$ cat src/sram_bist_pkg.sv
package sram_bist_pkg;

  // sram geometry
  localparam int ADDR_BITS = 4;
  localparam int DATA_BITS = 8;
  localparam int NUM_WORDS = 2 ** ADDR_BITS;

  // test patterns, run in this order each round
  typedef enum logic [2:0] {
    PAT_ZEROS,
    PAT_ONES,
    PAT_55,
    PAT_AA,
    PAT_ADDR
  } pattern_e;

  typedef enum logic {
    PH_WRITE,
    PH_READ
  } tester_phase_e;

  typedef enum logic [2:0] {
    IDLE,
    WR_PULSE,
    WR_END,
    RD_PULSE,
    RD_END
  } ctrl_state_e;

  typedef struct packed {
    logic                 we;
    logic [ADDR_BITS-1:0] addr;
    logic [DATA_BITS-1:0] wdata;
  } mem_req_t;

  typedef struct packed {
    logic [ADDR_BITS-1:0] addr;
    logic [DATA_BITS-1:0] dout;
    logic                 dout_en;
    logic                 ce_n;
    logic                 oe_n;
    logic                 we_n;
  } sram_pins_t;

  typedef struct packed {
    pattern_e             pattern;
    tester_phase_e        phase;
    logic [ADDR_BITS-1:0] addr;
    logic                 done;
    logic                 pass;
    logic [DATA_BITS-1:0] err_expected;
    logic [DATA_BITS-1:0] err_read;
  } tester_status_t;

  // data word written to / expected from a given address
  function automatic logic [DATA_BITS-1:0] pattern_data(pattern_e pat,
                                                         logic [ADDR_BITS-1:0] addr);
    logic [DATA_BITS-1:0] data;
    case (pat)
      PAT_ZEROS: data = '0;
      PAT_ONES:  data = '1;
      PAT_55:    data = DATA_BITS'(8'h55);
      PAT_AA:    data = DATA_BITS'(8'hAA);
      PAT_ADDR:  data = DATA_BITS'(addr) + DATA_BITS'(8'h30);
      default:   data = '0;
    endcase
    return data;
  endfunction

endpackage

$ cat src/sram_access_ctrl.sv
module sram_access_ctrl
  import sram_bist_pkg::*;
(
  input  logic                 CLK,
  input  logic                 arst_n,
  input  logic                 req_valid,
  input  mem_req_t             req,
  input  logic [DATA_BITS-1:0] sram_din,
  output logic                 done,
  output logic [DATA_BITS-1:0] rdata,
  output sram_pins_t           pins
);

  ctrl_state_e state;

  // strobes, all active low except dout_en
  logic ce_n;
  logic oe_n;
  logic we_n;
  logic dout_en;

  // address and write data held for the whole access
  logic [ADDR_BITS-1:0] addr_q;
  logic [DATA_BITS-1:0] dout_q;

  logic accept;

  assign accept = (state == IDLE) && req_valid;

  always_ff @(posedge CLK or negedge arst_n) begin
    if (!arst_n) begin
      state   <= IDLE;
      done    <= 1'b0;
      ce_n    <= 1'b1;
      oe_n    <= 1'b1;
      we_n    <= 1'b1;
      dout_en <= 1'b0;
    end else begin
      done <= 1'b0;
      case (state)
        IDLE: begin
          if (req_valid) begin
            ce_n <= 1'b0;
            if (req.we) begin
              we_n    <= 1'b0;
              dout_en <= 1'b1;
              state   <= WR_PULSE;
            end else begin
              oe_n  <= 1'b0;
              state <= RD_PULSE;
            end
          end
        end
        // we_n rises here, addr and data stay put one more cycle
        WR_PULSE: begin
          we_n  <= 1'b1;
          done  <= 1'b1;
          state <= WR_END;
        end
        WR_END: begin
          ce_n    <= 1'b1;
          dout_en <= 1'b0;
          state   <= IDLE;
        end
        RD_PULSE: state <= RD_END;
        // end of the oe window, done follows with the captured word
        RD_END: begin
          ce_n  <= 1'b1;
          oe_n  <= 1'b1;
          done  <= 1'b1;
          state <= IDLE;
        end
        default: state <= IDLE;
      endcase
    end
  end

  always_ff @(posedge CLK) begin
    if (accept) begin
      addr_q <= req.addr;
      dout_q <= req.wdata;
    end
    if (state == RD_END) begin
      rdata <= sram_din;
    end
  end

  assign pins = '{addr: addr_q, dout: dout_q, dout_en: dout_en,
                  ce_n: ce_n, oe_n: oe_n, we_n: we_n};

endmodule

$ cat src/sram_pattern_tester.sv
module sram_pattern_tester
  import sram_bist_pkg::*;
(
  input  logic                 CLK,
  input  logic                 arst_n,
  input  logic                 done,
  input  logic [DATA_BITS-1:0] rdata,
  output logic                 req_valid,
  output mem_req_t             req,
  output tester_status_t       status,
  output logic [DATA_BITS-1:0] cur_wdata
);

  pattern_e             pattern;
  tester_phase_e        phase;
  logic [ADDR_BITS-1:0] addr;

  logic                 busy;
  logic                 waiting;
  logic                 last_addr;
  logic                 round_end;
  logic                 round_done;
  logic                 mismatch;
  logic                 round_ok;
  logic                 fail_seen;
  logic                 pass;
  logic [DATA_BITS-1:0] expected;
  logic [DATA_BITS-1:0] err_expected;
  logic [DATA_BITS-1:0] err_read;

  // pattern word for the current address, written or compared
  assign expected  = pattern_data(pattern, addr);
  assign cur_wdata = expected;

  assign req = '{we: (phase == PH_WRITE), addr: addr, wdata: expected};

  // an access is in flight and has not finished this cycle
  assign waiting   = busy && !done;
  assign last_addr = (addr == ADDR_BITS'(NUM_WORDS - 1));
  assign round_end = done && last_addr && (phase == PH_READ) && (pattern == PAT_ADDR);
  assign mismatch  = done && (phase == PH_READ) && (rdata != expected);

  // one request at a time, reissued right after done
  always_ff @(posedge CLK or negedge arst_n) begin
    if (!arst_n) begin
      busy      <= 1'b0;
      req_valid <= 1'b0;
    end else begin
      req_valid <= 1'b0;
      if (!waiting) begin
        req_valid <= 1'b1;
        busy      <= 1'b1;
      end
    end
  end

  // address / phase / pattern sequencer
  always_ff @(posedge CLK or negedge arst_n) begin
    if (!arst_n) begin
      pattern    <= PAT_ZEROS;
      phase      <= PH_WRITE;
      addr       <= '0;
      round_done <= 1'b0;
    end else begin
      round_done <= round_end;
      if (done) begin
        if (last_addr) begin
          addr <= '0;
          if (phase == PH_WRITE) begin
            phase <= PH_READ;
          end else begin
            phase <= PH_WRITE;
            if (pattern == PAT_ADDR) begin
              pattern <= PAT_ZEROS;
            end else begin
              pattern <= pattern_e'(pattern + 3'd1);
            end
          end
        end else begin
          addr <= addr + 1'b1;
        end
      end
    end
  end

  // compare results, pass is sticky low after any failure
  always_ff @(posedge CLK or negedge arst_n) begin
    if (!arst_n) begin
      round_ok     <= 1'b1;
      fail_seen    <= 1'b0;
      pass         <= 1'b0;
      err_expected <= '0;
      err_read     <= '0;
    end else begin
      if (mismatch) begin
        round_ok  <= 1'b0;
        fail_seen <= 1'b1;
        pass      <= 1'b0;
        // keep the first failure since reset
        if (!fail_seen) begin
          err_expected <= expected;
          err_read     <= rdata;
        end
      end
      if (round_end) begin
        round_ok <= 1'b1;
        pass     <= round_ok && !mismatch && !fail_seen;
      end
    end
  end

  assign status = '{pattern: pattern, phase: phase, addr: addr, done: round_done,
                    pass: pass, err_expected: err_expected, err_read: err_read};

endmodule

$ cat src/debug_display_map.sv
module debug_display_map
  import sram_bist_pkg::*;
(
  input  tester_status_t       status,
  input  logic [DATA_BITS-1:0] cur_wdata,
  input  logic [DATA_BITS-1:0] cur_rdata,
  output logic                 led_done,
  output logic                 led_pass,
  output logic [7:0]           dbg_e,
  output logic [7:0]           dbg_f,
  output logic [7:0]           dbg_h,
  output logic [7:0]           dbg_i,
  output logic [7:0]           dbg_j
);

  logic [2:0]           pat_bits;
  logic [2:0]           pat_rev;
  logic [ADDR_BITS-1:0] addr_rev;

  assign pat_bits = status.pattern;

  // msb-first wiring on the debug headers
  always_comb begin
    for (int i = 0; i < ADDR_BITS; i++) begin
      addr_rev[i] = status.addr[ADDR_BITS-1-i];
    end
    for (int i = 0; i < 3; i++) begin
      pat_rev[i] = pat_bits[2-i];
    end
  end

  assign led_done = status.done;
  assign led_pass = status.pass;

  // upper nibble unused with a 4-bit address
  assign dbg_e = {4'b0000, 1'b0, pat_rev};
  assign dbg_f = 8'(addr_rev[ADDR_BITS-1:ADDR_BITS/2]);
  assign dbg_h = 8'(addr_rev[ADDR_BITS/2-1:0]);

  // live data while passing, else the captured mismatch
  assign dbg_i = status.pass ? 8'(cur_wdata) : 8'(status.err_expected);
  assign dbg_j = status.pass ? 8'(cur_rdata) : 8'(status.err_read);

endmodule

$ cat src/sram_bist_top.sv
module sram_bist_top
  import sram_bist_pkg::*;
(
  input  logic                 CLK,
  input  logic                 arst_n,
  input  logic [DATA_BITS-1:0] sram_din,
  output logic [ADDR_BITS-1:0] sram_addr,
  output logic [DATA_BITS-1:0] sram_dout,
  output logic                 sram_dout_en,
  output logic                 sram_ce_n,
  output logic                 sram_oe_n,
  output logic                 sram_we_n,
  output logic                 led_done,
  output logic                 led_pass,
  output logic [7:0]           dbg_e,
  output logic [7:0]           dbg_f,
  output logic [7:0]           dbg_h,
  output logic [7:0]           dbg_i,
  output logic [7:0]           dbg_j
);

  logic                 req_valid;
  mem_req_t             req;
  logic                 done;
  logic [DATA_BITS-1:0] rdata;
  logic [DATA_BITS-1:0] cur_wdata;
  sram_pins_t           pins;
  tester_status_t       status;

  sram_pattern_tester i_tester (
    .CLK       (CLK),
    .arst_n    (arst_n),
    .done      (done),
    .rdata     (rdata),
    .req_valid (req_valid),
    .req       (req),
    .status    (status),
    .cur_wdata (cur_wdata)
  );

  sram_access_ctrl i_ctrl (
    .CLK       (CLK),
    .arst_n    (arst_n),
    .req_valid (req_valid),
    .req       (req),
    .sram_din  (sram_din),
    .done      (done),
    .rdata     (rdata),
    .pins      (pins)
  );

  debug_display_map i_dbg (
    .status    (status),
    .cur_wdata (cur_wdata),
    .cur_rdata (rdata),
    .led_done  (led_done),
    .led_pass  (led_pass),
    .dbg_e     (dbg_e),
    .dbg_f     (dbg_f),
    .dbg_h     (dbg_h),
    .dbg_i     (dbg_i),
    .dbg_j     (dbg_j)
  );

  // pin bundle out to the board
  assign sram_addr    = pins.addr;
  assign sram_dout    = pins.dout;
  assign sram_dout_en = pins.dout_en;
  assign sram_ce_n    = pins.ce_n;
  assign sram_oe_n    = pins.oe_n;
  assign sram_we_n    = pins.we_n;

endmodule

$ cat config.mk
export PLATFORM = sky130hd
export DESIGN_NAME = sram_bist_top
export DESIGN_NICKNAME = d
export VERILOG_FILES = /design/src/sram_bist_pkg.sv /design/src/sram_access_ctrl.sv /design/src/sram_pattern_tester.sv /design/src/debug_display_map.sv /design/src/sram_bist_top.sv
export SDC_FILE = /design/constraint.sdc
export NUM_CORES = 1
export LEC_CHECK = 0
export BUFFER_PORTS_ARGS = -buffer_cell sky130_fd_sc_hd__clkbuf_2
export CORE_MARGIN = 2
export CORE_UTILIZATION = 35
export CTS_CLUSTER_DIAMETER = 50
export DETAILED_ROUTE_END_ITERATION = 16
export SLEW_MARGIN = 20
export SYNTH_ARGS = -nofsm -noshare
export SYNTH_HDL_FRONTEND = slang
export SYNTH_SLANG_ARGS = --single-unit
$ cat constraint.sdc
create_clock -name CLK -period 3.9 [get_ports CLK]
set_input_delay 0.78 -clock CLK [delete_from_list [all_inputs] [get_ports CLK]]
set_output_delay 0.78 -clock CLK [all_outputs]
set_load 0.01 [all_outputs]
## After elaboration in Yosys (flattened, before gate mapping)

Index checks and enable logic that the tools add are counted.

- Bits in registers: 58
- Input bits: 10
- Word-level logic and storage cells: 89

- Eq/ne operators: 13
- Multiplexer cells: 25
- Reduce and logical (&&, ||, !) cells: 27
- Bitwise gates (word level): 1
- $add $sub $neg: 3

Operators with widths:

| operator | number |
|---|---|
| $pmux 8 s4 | 1 |
| $mux 8 | 2 |
| $mux 1 | 13 |
| $eq 3x2->1 const B | 4 |
| $reduce_and 3->1 | 4 |
| $reduce_bool 2->1 | 5 |
| $logic_and 1x1->1 | 9 |
| $pmux 3 s3 | 1 |
| $ne 8x8->1 | 1 |
| $pmux 1 s2 | 4 |
| $add 4x6->7 const B | 1 |
| $eq 3x1->1 const B | 2 |
| $eq 3x3->1 const B | 2 |
| $mux 3 | 2 |
| $ne 2x2->1 const B | 3 |
| $reduce_and 2->1 | 3 |
| $add 4x1->4 const B | 1 |
| $eq 4x4->1 const B | 1 |
| $mux 4 | 1 |
| $reduce_or 2->1 | 2 |
| $add 3x1->3 const B | 1 |
| $logic_not 1->1 | 3 |
| $logic_not 3->1 | 1 |
| $mux 2 | 1 |
| $not 1->1 | 1 |

## Depth between registers and ports, before layout

- Depth in word-level cells: 8
- Depth in mapped cells: 10

## Hierarchy

From an unflattened synthesis, not the netlist that was laid out.

- Cells, all modules: 251
- Area, all modules: 3079.2 µm²

By module, submodules not included:

| module | cells an instance | times used | area each (µm²) |
|---|---|---|---|
| sram_pattern_tester | 150 | 1 | 1639.1 |
| sram_access_ctrl | 56 | 1 | 992.2 |
| debug_display_map | 45 | 1 | 447.9 |

## Worst setup path after synthesis

OpenSTA, ideal clock, no wires.

- Kind: reg-to-reg
- From: register i_tester.pattern[2]
- To: register i_tester.err_expected[6]
- Stages on the path, launching flop included: 10
- Path slack: 1.340 ns
- Required time: 3.775 ns
- Clock period less this slack: 2.560 ns
- Library setup time: 0.125 ns
- Arrival: 2.435 ns
- Path buffers: 3
- Path through: dfrtp_1 > buf_6 > inv_1 > ha_1 > buf_2 > o311a_1 > o32a_1 > a31oi_4 > buf_6 > mux2_4

- Cells in the longest elaborated chain, start to end: 5
- Elaborated cells on any way between the ends: 8
- Classes of those cells: eq/ne: 5; mux: 1; reduce/logical: 2

Ends and longest elaborated chain:

| what | RTL line | source |
|---|---|---|
| start, declared | sram_pattern_tester.sv:14 | `pattern_e pattern;` |
| start signal, assigned | sram_pattern_tester.sv:76 | `pattern <= pattern_e'(pattern + 3'd1);` |
| $eq 3x3->1 (tied with other cells) | sram_bist_pkg.sv:59 | `case (pat)` |
| $pmux 8 s4 * | sram_bist_pkg.sv:59 |  |
| $ne 8x8->1 | sram_pattern_tester.sv:41 | `assign mismatch = done && (phase == PH_READ) && (rdata != expected);` |
| $logic_and 1x1->1 | sram_pattern_tester.sv:41 |  |
| $reduce_and 2->1 (no line) | -- |  |
| end signal, assigned | sram_pattern_tester.sv:101 | `err_expected <= expected;` |
| end, declared | sram_pattern_tester.sv:28 | `logic [DATA_BITS-1:0] err_expected;` |

Mark *: on every way between the ends. The rest lies on a longest branch, timed or not.
A chain may end at the register's enable or synchronous reset.

## Worst setup path in the final report

- From: register i_tester.pattern[2]
- To: output dbg_i[3]

- Cells in the longest elaborated chain, start to end: 3
- Elaborated cells on any way between the ends: 6
- Classes of those cells: eq/ne: 4; mux: 2

Ends and longest elaborated chain:

| what | RTL line | source |
|---|---|---|
| $eq 3x3->1 (tied with other cells) | sram_bist_pkg.sv:59 |  |
| $pmux 8 s4 * | sram_bist_pkg.sv:59 |  |
| via cur_wdata[3] | sram_bist_top.sv:26 | `logic [DATA_BITS-1:0] cur_wdata;` |
| $mux 8 * | debug_display_map.sv:41 | `assign dbg_i = status.pass ? 8'(cur_wdata) : 8'(status.err_expected);` |
| end, declared | sram_bist_top.sv:18 | `output logic [7:0] dbg_i,` |

The timed path passes the listed nets; every way through them passes the cells marked *.

==> flow_summary.toml <==
[route]
first_iter_violations = 101
ant_nets = 0
wl_per_cell_um = 13.79
drt-total-wl_um = 5378
dr.pass1.iters = 4
drcViolationCount = 0
vias = 1822
routed_via_density = 4.672

[synthesis]
synthDistinctLibCells = 49
synth-edff-count = 20
synth_area_um2 = 2927
ys_seq_area_share_pct = 53.19
synth_seq_cells = 58
synthCells = 237
synth_area_per_cell_um2 = 12.35
ys_warn_count = 0
ys.flop_type = "dfrtp_1"
async_reset_ff_share_pct = 65.52

[timing]
whs_ps = 425.3
period_share_pct = 76.25
timing.fmax_mhz = 336.3
fin_crit_ps = 2974
final_max_slew_viol_count = 0
rsz0062_at_grt = "no"
hold_violations = 0
finClkSkew_ps = 11.09
tightestPinTransition_ps = 1071
slew_headroom_pct = 28.23
setup_violations = 0
tns_ps = 0

[grt]
grt_first_pass_wirelength_um = 8597
grt_max_degree = 39
overflow = 0
antenna_found_initial = 0
grt_pass1_vias = 1682
track_usage_pct = 12.90

[final_layout]
area_growth_syn_to_layout_pct = 13.89
design_area_um2 = 3333
num-fill-cells = 784
fin_cells = 390
final_layout_size_suffix_gt1_share_pct = 37.89
nets = 296
antenna_cells = 0

[power_and_ir_drop]
p_leak_nw = 1.536
vdd_drop_max_mv = 0.3353
power.density_nw_per_um2 = 635.5

[cts]
root_buffer = "clkbuf_8"
cts_tree = "yes"
cts_resized = 0
clk_pin_slew_ps = 70
clock_sinks = 58
clock_path_buffers = 2
clkLatencyLatePin_ps = 340
post-cts-setup-buffers = 0
cts_max_level = 3
cts_buffers = 9
postCtsHoldBufs = 0

[critical_path]
r2r-start = "i_tester.pattern[2]"
worstPathArrival_ps = 2190
cp-start-kind = "register"
crit_required_ps = 3120
cp_max_fo = 14
critical_path.startpoint = "i_tester.pattern[2]"
critPathCaptureType = "output port"
worstSetupPathType = "reg2out"

[floorplanning]
core-area_um2 = 8175
die_x_um = 95.44
placementRows = 33
initial_core_util_pct = 35.80
die_h_um = 95.44
dieArea_um2 = 9109
io_pins = 68

[place]
numPortBuffers = 50
dpl.hpwl_um = 3874
place_area_um2 = 3139
place_inst = 374
routabilityCongestion = 0.7683

[worst_hold_path]
hp-class = "reg2reg"
min_from = "i_tester.busy"

[job]
maxCapViolations = 0

[outcome]
outcome = "finished clean"
final timing paths:
kind	to	slack, ps	cells past startpoint
worst min register to register	i_tester.req_valid	430	1
min in group asynchronous	i_tester.err_read[2]	580	1
max in group asynchronous	i_tester.pattern[1]	2710	1
worst max-delay path	dbg_i[3]	930	5
worst max register to register	i_tester.err_expected[3]	1010	6
worst min-delay path	i_tester.req_valid	430	1
per-layer routing:
metal	wire, um	share of wire [%]	GRT usage, %
met4	51	0.95	4.643
met3	294	5.5	5.138
met5	0	0	0
met2	2572	48	20.48
met1	2460	46	15.91
placed cells by master (no fill, tap or decap), drive strengths merged, types with 2 or more instances in the layout:
cell       n
inv        9
clkinvlp   2
o21ai      8
nand3      6
nand2b     2
ha         6
nor2b      2
xnor2      3
clkbuf    60
and3       5
o32a       2
nand3b     3
and2       3
nand2      9
a21o       2
nor3       9
conb      18
dfrtp     34
dfstp      4
nor4b      2
edfxtp    20
nor2      12
a21oi      7
clkinv     3
a31oi      3
o31ai      2
mux2      30
or3        4
cell type report:
| cell class | instances | area, um^2 | share of cell area (%) |
|---|---|---|---|
| sequential | 58 | 1556 | 46.70 |
| multi-input combinational | 152 | 1167 | 35.02 |
| timing repair buffer | 50 | 250.2 | 7.508 |
| clock buffer | 10 | 137.6 | 4.129 |
| tap | 105 | 131.4 | 3.941 |
| clock inverter | 6 | 56.30 | 1.689 |
| inverter | 9 | 33.78 | 1.014 |
sequential cells by signal, indices dropped and copies added (netlist names), 3 cells and up:
| name | flops |
|---|---|
| i_ctrl.dout_q | 8 |
| i_ctrl.addr_q | 4 |
| i_ctrl.state | 3 |
| i_ctrl.rdata | 8 |
| i_tester.err_read | 8 |
| i_tester.pattern | 3 |
| i_tester.err_expected | 8 |
| i_tester.addr | 4 |
through the flow:
step                      power (mW)  setup WS, ps  utilization (%)
final                          2.118         926.3            40.77
after global routing           2.266         773.3            40.77
after CTS                      2.153         891.8            40.77
after detailed placement       1.601         995.8            38.40
after global placement         1.591          1052            38.40
after floorplan                1.430          1340                -
cell families after synthesis:
kind of cell,after synthesis,share of synthesized area [%]
and+or+nand+nor,61,12.06
DFF,58,53.19
buffers and inverters,43,9.149
AOI/OAI and AO/OA,32,8.422
muxes,31,13.17
adders and majority gates,6,2.565
xor gates and xnor gates,4,1.197
other,2,0.2566
cells in the mapped netlist, types with 3 or more instances:
master    count  share of area [%]
clkbuf_1      7               0.90
mux2_2       20                7.7
and2_1        3               0.64
buf_4        24                6.2
xnor2_1       3               0.90
nand3b_1      3               0.77
nor3_1        9                1.5
inv_1         8                1.0
dfstp_2       4                3.6
and3_1        4               0.85
a21oi_1       7                1.2
nor2_1       12                1.5
nand2_1       9                1.2
or3_1         4               0.85
ha_1          6                2.6
dfrtp_1      34                 29
o21ai_0       8                1.4
nand3_1       6                1.0
mux2_4       10                5.1
edfxtp_1     20                 21
power breakdown:
part	internal (mW)	switching [mW]	total, mW	leakage [nW]
Clock	0.305	0.233	0.538	0.0910
Combinational	0.291	0.293	0.584	0.769
Sequential	0.839	0.157	0.996	0.676
worst max-delay path, stage by stage, from the launching register on:
cell and delay [ps]:
dfrtp_1 570, inv_1 80, ha_1 330, or3_1 460, mux2_2 290, clkbuf_2 130
Power figures use the tool's default switching activity.
